### src/hdl/event_pkg.sv
`default_nettype none

package event_pkg;

    // link geometry and bus widths
    localparam int NUM_LINKS = 4;
    localparam int LINK_DW   = 32;
    localparam int EVNUM_W   = 16;
    localparam int APB_AW    = 8;

    // one word on a link or on the event output
    typedef struct packed {
        logic [LINK_DW-1:0] tdata;
        logic               tlast;
    } link_beat_t;

    typedef struct packed {
        logic              psel;
        logic              penable;
        logic              pwrite;
        logic [APB_AW-1:0] paddr;
        logic [31:0]       pwdata;
    } apb_req_t;

    typedef struct packed {
        logic [31:0] prdata;
        logic        pready;
        logic        pslverr;
    } apb_rsp_t;

    typedef enum logic [1:0] {
        RD_IDLE   = 2'd0,
        RD_HEADER = 2'd1,
        RD_LINK   = 2'd2
    } rd_state_t;

    // register map, byte addresses
    typedef enum logic [APB_AW-1:0] {
        REG_MASK    = 8'h00,
        REG_EVENTS  = 8'h04,
        REG_DROPPED = 8'h08
    } reg_addr_t;

endpackage

`default_nettype wire

### src/hdl/event_regs.sv
`timescale 1ns/100ps
`default_nettype none

module event_regs (
    input  wire                              aclk,
    input  wire                              arst_n_i,
    input  wire event_pkg::apb_req_t         apb_i,
    output event_pkg::apb_rsp_t              apb_o,
    input  wire [event_pkg::NUM_LINKS-1:0]   drop_i,
    input  wire [event_pkg::EVNUM_W-1:0]     event_count_i,
    output logic [event_pkg::NUM_LINKS-1:0]  tio_mask_o
);

    localparam int CNT_W = $clog2(event_pkg::NUM_LINKS + 1);

    logic                 access;
    event_pkg::reg_addr_t addr;
    logic                 addr_hit;
    logic [31:0]          rdata;
    logic [CNT_W-1:0]     drop_sum;
    logic [16:0]          dropped_next;
    logic [15:0]          dropped_q;

    // access phase of a zero-wait transfer
    assign access = apb_i.psel & apb_i.penable;
    assign addr   = event_pkg::reg_addr_t'(apb_i.paddr);

    // how many links threw a word away this cycle
    always_comb begin
        drop_sum = '0;
        for (int i = 0; i < event_pkg::NUM_LINKS; i++) begin
            drop_sum = drop_sum + CNT_W'(drop_i[i]);
        end
    end

    assign dropped_next = {1'b0, dropped_q} + 17'(drop_sum);

    always_ff @(posedge aclk or negedge arst_n_i) begin
        if (!arst_n_i) begin
            tio_mask_o <= '0;
            dropped_q  <= '0;
        end else begin
            if (access && apb_i.pwrite && addr == event_pkg::REG_MASK) begin
                tio_mask_o <= apb_i.pwdata[event_pkg::NUM_LINKS-1:0];
            end
            // counter sticks at all ones
            if (dropped_next[16]) begin
                dropped_q <= 16'hffff;
            end else begin
                dropped_q <= dropped_next[15:0];
            end
        end
    end

    // read mux
    always_comb begin
        addr_hit = 1'b1;
        case (addr)
            event_pkg::REG_MASK:    rdata = 32'(tio_mask_o);
            event_pkg::REG_EVENTS:  rdata = 32'(event_count_i);
            event_pkg::REG_DROPPED: rdata = 32'(dropped_q);
            default: begin
                addr_hit = 1'b0;
                rdata    = '0;
            end
        endcase
    end

    always_comb begin
        apb_o.prdata  = rdata;
        apb_o.pready  = 1'b1;
        apb_o.pslverr = access & ~addr_hit;
    end

endmodule

`default_nettype wire

### src/hdl/link_accumulator.sv
`timescale 1ns/100ps
`default_nettype none

module link_accumulator #(
    parameter int FIFO_DEPTH = 16
) (
    input  wire                         aclk,
    input  wire                         arst_n_i,
    input  wire                         s_valid_i,
    input  wire event_pkg::link_beat_t  s_beat_i,
    output logic                        s_ready_o,
    input  wire                         accept_i,
    output event_pkg::link_beat_t       head_o,
    output logic                        head_valid_o,
    input  wire                         pop_i,
    output logic                        drop_o,
    output logic                        share_done_o
);

    localparam int AW = $clog2(FIFO_DEPTH);

    // circular word buffer, one extra pointer bit tells full from empty
    event_pkg::link_beat_t mem [FIFO_DEPTH];
    logic [AW:0]           wr_ptr_q;
    logic [AW:0]           rd_ptr_q;
    logic                  full;
    logic                  empty;
    logic                  push;
    logic                  pop;

    assign empty = (wr_ptr_q == rd_ptr_q);
    assign full  = (wr_ptr_q[AW] != rd_ptr_q[AW]) &&
                   (wr_ptr_q[AW-1:0] == rd_ptr_q[AW-1:0]);

    // closed link swallows everything, open link pushes back when full
    assign s_ready_o = accept_i ? ~full : 1'b1;
    assign push      = s_valid_i & accept_i & ~full;
    assign drop_o    = s_valid_i & ~accept_i;

    // share ends on an accepted last word
    assign share_done_o = push & s_beat_i.tlast;

    assign pop          = pop_i & ~empty;
    assign head_o       = mem[rd_ptr_q[AW-1:0]];
    assign head_valid_o = ~empty;

    always_ff @(posedge aclk) begin
        if (push) begin
            mem[wr_ptr_q[AW-1:0]] <= s_beat_i;
        end
    end

    always_ff @(posedge aclk or negedge arst_n_i) begin
        if (!arst_n_i) begin
            wr_ptr_q <= '0;
            rd_ptr_q <= '0;
        end else begin
            if (push) begin
                wr_ptr_q <= wr_ptr_q + 1'b1;
            end
            if (pop) begin
                rd_ptr_q <= rd_ptr_q + 1'b1;
            end
        end
    end

endmodule

`default_nettype wire

### src/hdl/completion_tracker.sv
`timescale 1ns/100ps
`default_nettype none

module completion_tracker (
    input  wire                              aclk,
    input  wire                              arst_n_i,
    input  wire                              event_open_i,
    input  wire [event_pkg::NUM_LINKS-1:0]   tio_mask_i,
    input  wire [event_pkg::NUM_LINKS-1:0]   share_done_i,
    input  wire [event_pkg::NUM_LINKS-1:0]   retire_i,
    output logic [event_pkg::NUM_LINKS-1:0]  accept_o,
    output logic                             event_ready_o
);

    // pending shares are bounded by the buffer depth
    localparam int PEND_W = 16;

    logic [PEND_W-1:0]               pend_q [event_pkg::NUM_LINKS];
    logic [event_pkg::NUM_LINKS-1:0] has_pend;

    assign accept_o = {event_pkg::NUM_LINKS{event_open_i}} & ~tio_mask_i;

    always_ff @(posedge aclk or negedge arst_n_i) begin
        if (!arst_n_i) begin
            for (int i = 0; i < event_pkg::NUM_LINKS; i++) begin
                pend_q[i] <= '0;
            end
        end else begin
            for (int i = 0; i < event_pkg::NUM_LINKS; i++) begin
                // done and retire together leave the count alone
                if (share_done_i[i] && !retire_i[i]) begin
                    pend_q[i] <= pend_q[i] + 1'b1;
                end else if (!share_done_i[i] && retire_i[i]) begin
                    pend_q[i] <= pend_q[i] - 1'b1;
                end
            end
        end
    end

    always_comb begin
        for (int i = 0; i < event_pkg::NUM_LINKS; i++) begin
            has_pend[i] = (pend_q[i] != '0);
        end
    end

    // masked links never hold up an event, but one link must be live
    assign event_ready_o = (|(~tio_mask_i)) & (&(has_pend | tio_mask_i));

endmodule

`default_nettype wire

### src/hdl/event_readout.sv
`timescale 1ns/100ps
`default_nettype none

module event_readout (
    input  wire                              aclk,
    input  wire                              arst_n_i,
    input  wire                              event_ready_i,
    input  wire [event_pkg::NUM_LINKS-1:0]   tio_mask_i,
    input  wire event_pkg::link_beat_t       head_i [event_pkg::NUM_LINKS],
    input  wire [event_pkg::NUM_LINKS-1:0]   head_valid_i,
    output logic [event_pkg::NUM_LINKS-1:0]  pop_o,
    output logic [event_pkg::NUM_LINKS-1:0]  retire_o,
    output event_pkg::link_beat_t            m_beat_o,
    output logic                             m_valid_o,
    input  wire                              m_ready_i,
    output logic [event_pkg::EVNUM_W-1:0]    event_count_o
);

    localparam int LW = $clog2(event_pkg::NUM_LINKS);

    event_pkg::rd_state_t            state_q;
    logic [event_pkg::NUM_LINKS-1:0] active_q;
    logic [LW-1:0]                   cur_q;
    logic [LW-1:0]                   first_link;
    logic [LW-1:0]                   next_link;
    logic                            last_link;
    logic                            link_xfer;
    logic                            share_end;
    event_pkg::link_beat_t           cur_head;

    // lowest active link, and the next active one above the current link
    always_comb begin
        first_link = '0;
        next_link  = cur_q;
        last_link  = 1'b1;
        for (int i = event_pkg::NUM_LINKS - 1; i >= 0; i--) begin
            if (active_q[i]) begin
                first_link = LW'(i);
                if (i > int'(cur_q)) begin
                    next_link = LW'(i);
                    last_link = 1'b0;
                end
            end
        end
    end

    assign cur_head  = head_i[cur_q];
    assign link_xfer = (state_q == event_pkg::RD_LINK) & head_valid_i[cur_q] & m_ready_i;
    assign share_end = link_xfer & cur_head.tlast;

    // output mux, header word or the head of the current link
    always_comb begin
        m_valid_o = 1'b0;
        m_beat_o  = '0;
        pop_o     = '0;
        retire_o  = '0;
        case (state_q)
            event_pkg::RD_HEADER: begin
                m_valid_o      = 1'b1;
                m_beat_o.tdata = event_pkg::LINK_DW'({active_q, event_count_o});
            end
            event_pkg::RD_LINK: begin
                m_valid_o      = head_valid_i[cur_q];
                m_beat_o.tdata = cur_head.tdata;
                // only the final active link closes the event
                m_beat_o.tlast = cur_head.tlast & last_link;
                pop_o[cur_q]    = link_xfer;
                retire_o[cur_q] = share_end;
            end
            default: begin
                m_valid_o = 1'b0;
            end
        endcase
    end

    always_ff @(posedge aclk or negedge arst_n_i) begin
        if (!arst_n_i) begin
            state_q       <= event_pkg::RD_IDLE;
            active_q      <= '0;
            cur_q         <= '0;
            event_count_o <= '0;
        end else begin
            case (state_q)
                event_pkg::RD_IDLE: begin
                    if (event_ready_i) begin
                        active_q <= ~tio_mask_i;
                        state_q  <= event_pkg::RD_HEADER;
                    end
                end
                event_pkg::RD_HEADER: begin
                    if (m_ready_i) begin
                        cur_q   <= first_link;
                        state_q <= event_pkg::RD_LINK;
                    end
                end
                event_pkg::RD_LINK: begin
                    if (share_end && last_link) begin
                        event_count_o <= event_count_o + 1'b1;
                        state_q       <= event_pkg::RD_IDLE;
                    end else if (share_end) begin
                        cur_q <= next_link;
                    end
                end
                default: begin
                    state_q <= event_pkg::RD_IDLE;
                end
            endcase
        end
    end

endmodule

`default_nettype wire

### src/hdl/event_builder_top.sv
`timescale 1ns/100ps
`default_nettype none

module event_builder_top #(
    parameter int FIFO_DEPTH = 16
) (
    input  wire                              aclk,
    input  wire                              arst_n_i,
    input  wire                              event_open_i,
    input  wire [event_pkg::NUM_LINKS-1:0]   s_link_valid_i,
    input  wire event_pkg::link_beat_t       s_link_beat_i [event_pkg::NUM_LINKS],
    output wire [event_pkg::NUM_LINKS-1:0]   s_link_ready_o,
    output wire event_pkg::link_beat_t       m_ev_beat_o,
    output wire                              m_ev_valid_o,
    input  wire                              m_ev_ready_i,
    output wire                              evin_ready_o,
    input  wire event_pkg::apb_req_t         apb_i,
    output wire event_pkg::apb_rsp_t         apb_o
);

    wire event_pkg::link_beat_t           acc_head [event_pkg::NUM_LINKS];
    wire [event_pkg::NUM_LINKS-1:0]       acc_head_valid;
    wire [event_pkg::NUM_LINKS-1:0]       acc_pop;
    wire [event_pkg::NUM_LINKS-1:0]       acc_drop;
    wire [event_pkg::NUM_LINKS-1:0]       acc_share_done;
    wire [event_pkg::NUM_LINKS-1:0]       link_accept;
    wire [event_pkg::NUM_LINKS-1:0]       link_retire;
    wire [event_pkg::NUM_LINKS-1:0]       tio_mask;
    wire [event_pkg::EVNUM_W-1:0]         event_count;

    // one buffer per link
    for (genvar i = 0; i < event_pkg::NUM_LINKS; i++) begin : g_link
        link_accumulator #(.FIFO_DEPTH(FIFO_DEPTH)) u_accum (
            .aclk         (aclk),
            .arst_n_i     (arst_n_i),
            .s_valid_i    (s_link_valid_i[i]),
            .s_beat_i     (s_link_beat_i[i]),
            .s_ready_o    (s_link_ready_o[i]),
            .accept_i     (link_accept[i]),
            .head_o       (acc_head[i]),
            .head_valid_o (acc_head_valid[i]),
            .pop_i        (acc_pop[i]),
            .drop_o       (acc_drop[i]),
            .share_done_o (acc_share_done[i])
        );
    end

    completion_tracker u_tracker (
        .aclk          (aclk),
        .arst_n_i      (arst_n_i),
        .event_open_i  (event_open_i),
        .tio_mask_i    (tio_mask),
        .share_done_i  (acc_share_done),
        .retire_i      (link_retire),
        .accept_o      (link_accept),
        .event_ready_o (evin_ready_o)
    );

    event_readout u_readout (
        .aclk          (aclk),
        .arst_n_i      (arst_n_i),
        .event_ready_i (evin_ready_o),
        .tio_mask_i    (tio_mask),
        .head_i        (acc_head),
        .head_valid_i  (acc_head_valid),
        .pop_o         (acc_pop),
        .retire_o      (link_retire),
        .m_beat_o      (m_ev_beat_o),
        .m_valid_o     (m_ev_valid_o),
        .m_ready_i     (m_ev_ready_i),
        .event_count_o (event_count)
    );

    event_regs u_registers (
        .aclk          (aclk),
        .arst_n_i      (arst_n_i),
        .apb_i         (apb_i),
        .apb_o         (apb_o),
        .drop_i        (acc_drop),
        .event_count_i (event_count),
        .tio_mask_o    (tio_mask)
    );

endmodule

`default_nettype wire

### config.mk
export PLATFORM = sky130hd
export DESIGN_NAME = event_builder_top
export DESIGN_NICKNAME = d
export VERILOG_FILES = /design/src/hdl/event_pkg.sv /design/src/hdl/event_regs.sv /design/src/hdl/link_accumulator.sv /design/src/hdl/completion_tracker.sv /design/src/hdl/event_readout.sv /design/src/hdl/event_builder_top.sv
export SDC_FILE = /design/constraint.sdc
export NUM_CORES = 2
export LEC_CHECK = 0
export BUFFER_PORTS_ARGS = -buffer_cell sky130_fd_sc_hd__buf_4
export CAP_MARGIN = 20
export CELL_PAD_IN_SITES_DETAIL_PLACEMENT = 1
export CELL_PAD_IN_SITES_GLOBAL_PLACEMENT = 1
export CORE_MARGIN = 2
export CORE_UTILIZATION = 59
export DETAILED_ROUTE_END_ITERATION = 12
export PLACE_DENSITY = 0.83
export SETUP_SLACK_MARGIN = 0.15
export SLEW_MARGIN = 25
export SYNTH_ARGS = -nofsm -noshare
export SYNTH_HDL_FRONTEND = slang
export SYNTH_SLANG_ARGS = --single-unit
export TNS_END_PERCENT = 10
### constraint.sdc
create_clock -name aclk -period 9.2 [get_ports aclk]
set_input_delay 0.92 -clock aclk [delete_from_list [all_inputs] [get_ports aclk]]
set_output_delay 0.92 -clock aclk [all_outputs]
set_load 0.02 [all_outputs]
==> results_tabular.tex <==
\begin{tabular}{lr}
\hline
Metric & Value \\
\hline
\multicolumn{2}{l}{\textbf{Clock tree}} \\
\quad Number of buffers inserted by post-CTS setup repair & 0 \\
\quad Root Driver & sky130\_fd\_sc\_hd\_\_clkbuf\_16 \\
\quad Number of buffers on the longest clock path & 3 \\
\quad Post-CTS clock slew at the launch and capture registers of the worst setup and hold paths & 0.07 ns \\
\quad Number of clock buffers inserted by TritonCTS & 215 \\
\quad Clock sink total & 2,260 \\
\quad Htree depth & 4 \\
\quad Resized cells post-CTS & 0 \\
\quad TritonCTS clock tree & done \\
\quad Worst-Skew Late Latency & 0.90 ns \\
\multicolumn{2}{l}{\textbf{Layout}} \\
\quad Sequential cell area & 67,200 sq um \\
\quad Top library cells by usage in the layout, fill and taps aside & sky130\_fd\_sc\_hd\_\_edfxtp\_1 (2,112), sky130\_fd\_sc\_hd\_\_mux4\_2 (689), sky130\_fd\_sc\_hd\_\_buf\_4 (301) \\
\quad Total area of multi-input combinational cells & 22,600 sq um \\
\quad Fill cell instance count of the final layout & 12,000 \\
\quad Ratio of cells with drive above 1 in the final layout & 0.299 \\
\quad Most common library cell in the layout ignoring fill and taps & sky130\_fd\_sc\_hd\_\_edfxtp\_1 \\
\quad Finished layout cell area & 102,000 sq um \\
\quad Area overhead of the layout relative to synthesis & 12.6\% \\
\quad Final design utilization & 0.670 \\
\quad Number of nets in the finished design & 4,810 \\
\quad Number of standard cells in the final layout excluding fillers & 6,763 \\
\multicolumn{2}{l}{\textbf{STA}} \\
\quad Maximum clock frequency & 148 MHz \\
\quad Setup repair after global routing missed its margin & false \\
\quad Worst max-slew margin expressed relative to the limit & 0.239 \\
\quad Worst-Margin Slew & 1.14 ns \\
\quad Final min period & 6.78 ns \\
\quad Clock Skew & 0.0888 ns \\
\quad Final number of setup-violating endpoints & 0 \\
\quad Final number of hold-violating endpoints & 0 \\
\quad Max Transition Viols Final & 0 \\
\quad Final sum of negative setup slack & 0 ns \\
\quad Final clock period utilization by the worst path & 0.737 \\
\multicolumn{2}{l}{\textbf{GRT}} \\
\quad GRT met2 Usage & 0.542 \\
\quad Met3 global-route usage & 0.0810 \\
\quad Remaining Overflow, GRT & 0 \\
\quad Initial antenna violation count & 50 \\
\quad Maximum number of pins on one net before global-route repair & 119 \\
\quad Number of global-route vias before repair & 49,600 \\
\quad GRT met1 Usage & 0.460 \\
\quad Global router's overall resource usage & 0.344 \\
\quad Most used routing layer in global routing & met2 \\
\quad Global-route wire length before repair & 377,000 um \\
\multicolumn{2}{l}{\textbf{Die}} \\
\quad Number of placement rows & 143 \\
\quad Chip Height & 396 um \\
\quad Die Width & 396 um \\
\quad Area of the die & 157,000 sq um \\
\quad Starting Density & 0.595 \\
\quad Area of the core region & 152,000 sq um \\
\quad I/O pins & 256 \\
\multicolumn{2}{l}{\textbf{Synthesis}} \\
\quad Sequential fraction of the synthesis area & 0.741 \\
\quad Number of distinct library cells after synthesis & 68 \\
\quad Top FF cell, synth & sky130\_fd\_sc\_hd\_\_edfxtp\_1 \\
\quad Mapped Area & 90,600 sq um \\
\quad FF+latch count, synth & 2,260 \\
\quad Count of mapped cells out of synthesis & 4,200 \\
\quad Fraction of synthesis flops using an asynchronous set or reset pin & 0.0655 \\
\quad Avg Cell Area, Syn & 21.6 sq um \\
\quad Number of warnings printed during yosys synthesis & 0 \\
\quad Number of synthesized flops with an enable pin & 2,112 \\
\multicolumn{2}{l}{\textbf{Detailed routing}} \\
\quad Remaining design rule violation count & 0 \\
\quad TritonRoute pass-1 iters & 6 \\
\quad ANT nets after route & 0 \\
\quad Iteration-0 DRC Markers & 7,425 \\
\quad Overall via count from detail\_route & 47,600 \\
\quad Via density per instance & 7.03 \\
\quad Wire length per cell & 39.9 um \\
\quad Total detailed-routing wirelength & 270,000 um \\
\multicolumn{2}{l}{\textbf{Place}} \\
\quad Port bufs & 210 \\
\quad Placed wire-length estimate & 140,000 um \\
\quad Final RePlAce weighted congestion & 0.819 \\
\quad Cell area reported after detailed placement & 94,800 sq um \\
\quad Number of placed cells counting well taps & 6,333 \\
\multicolumn{2}{l}{\textbf{Run}} \\
\quad Max-Cap Viols & 0 \\
\multicolumn{2}{l}{\textbf{Power and ir drop}} \\
\quad Worst supply voltage drop on vdd & 0.239 mV \\
\quad Cell area power density & 283 nW/um\^{}2 \\
\quad Static leakage power & 32.9 nW \\
\quad Power Total & 28.9 mW \\
\multicolumn{2}{l}{\textbf{Run status}} \\
\quad Status & finished clean \\
\multicolumn{2}{l}{\textbf{Setup path}} \\
\quad Worst Path Max Fanout & 47 \\
\quad Crit path arrival time & 5.86 ns \\
\quad Launching element type of the critical path & register \\
\quad Kind of end point of the critical path & output pin \\
\quad WS Path Type & register to output pin \\
\quad Worst endpoint required time & 8.28 ns \\
\multicolumn{2}{l}{\textbf{Hold path}} \\
\quad Path class of the lowest-slack min-delay path & input port to register \\
\hline
\end{tabular}
## where the power goes
part	total [mW]	switching [mW]	leakage (nW)	internal [mW]
clock network	9.06	4.14	3.41	4.92
logic	7.29	4.13	8.57	3.16
registers	12.6	0.595	20.9	12.0
## repair_timing
item,CTS,global route
hold endpoints to repair,4,0
endpoints found under the setup margin,0,0
hold buffers,1,0
## worst max-delay path, stage by stage (launching register included)
cell and delay (ns):
sky130_fd_sc_hd__dfrtp_4 0.73, sky130_fd_sc_hd__buf_4 0.82, sky130_fd_sc_hd__buf_4 0.89, sky130_fd_sc_hd__mux4_2 0.64, sky130_fd_sc_hd__mux4_2 0.62, sky130_fd_sc_hd__mux4_2 0.58, sky130_fd_sc_hd__a32o_1 0.41, sky130_fd_sc_hd__buf_4 0.21
## cells in the mapped netlist, drive strengths merged, types with 10 or more instances
cell type	count	area, sq um
a21o	11	82.6
xor2	69	604
mux2	13	146
nor2	101	379
inv	52	195
a32o	20	200
nor3	39	195
clkbuf	95	357
a21oi	55	275
edfxtp	2112	63400
buf	122	763
mux4	689	15500
xnor2	56	490
or3	10	62.6
mux2i	14	140
and3	13	81.3
nor2b	22	138
nor4	24	150
nand4	23	144
and2	23	144
nand2	154	578
ha	95	1190
dfrtp	148	3700
a22o	12	105
o21ai	80	400
nand2b	18	113
nand3	27	135
## layout make-up
type                    instances  share of cell area
clock buffers                 261              0.0550
well taps                    2030              0.0249
clock inverters               139              0.0134
diodes                         24            0.000589
flip-flops and latches       2260               0.659
multi-input cells            1686               0.221
repair buffers                311              0.0241
inverters                      52             0.00191
## worst paths after layout
kind | depth (start not counted) | endpoint | slack, ns | start
worst max-delay path | 7 | m_ev_beat_o[17] | 2.42 | g_link[3].u_accum.rd_ptr_q[0]
worst min-delay path | 2 | u_registers.tio_mask_o[1] | 0.32 | apb_i[1]
worst max register to register | 19 | u_tracker.pend_q[15] | 2.63 | g_link[0].u_accum.rd_ptr_q[2]
worst min register to register | 1 | u_tracker.pend_q[47] | 0.49 | u_tracker.pend_q[47]
max in group asynchronous | 4 | g_link[2].u_accum.rd_ptr_q[0] | 6.65 | arst_n_i
min in group asynchronous | 2 | u_tracker.pend_q[5] | 0.56 | arst_n_i
## metal layers
layer	share of wire	wire length (um)
met5	0.00090	242
met4	0.055	14700
met3	0.12	31900
met2	0.49	131000
met1	0.34	91800
## cell families after synthesis
family          synth area share
other cells            0.0000829
compound gates            0.0182
flops                      0.741
buf+inv                   0.0145
fa+ha+maj                 0.0144
simple gates              0.0253
xor+xnor                  0.0121
mux                        0.174
## sequential cells by signal, indices dropped and copies added (netlist names)
name	flops
u_registers.dropped_q	16
u_readout.state_q	2
g_link.u_accum.wr_ptr_q	20
u_readout.event_count_o	16
u_tracker.pend_q	64
u_readout.cur_q	2
u_readout.active_q	4
g_link.u_accum.rd_ptr_q	20
g_link.u_accum.mem	2112
u_registers.tio_mask_o	4
## per-stage QoR
stage               setup slack, ns  hold WS (ns)
floorplan                      4.66         0.443
global placement               3.03         0.463
detailed placement             2.96         0.476
CTS                            1.91         0.276
global route                   2.13         0.306
finish                         2.42         0.324
Power figures use the tool's default switching activity.
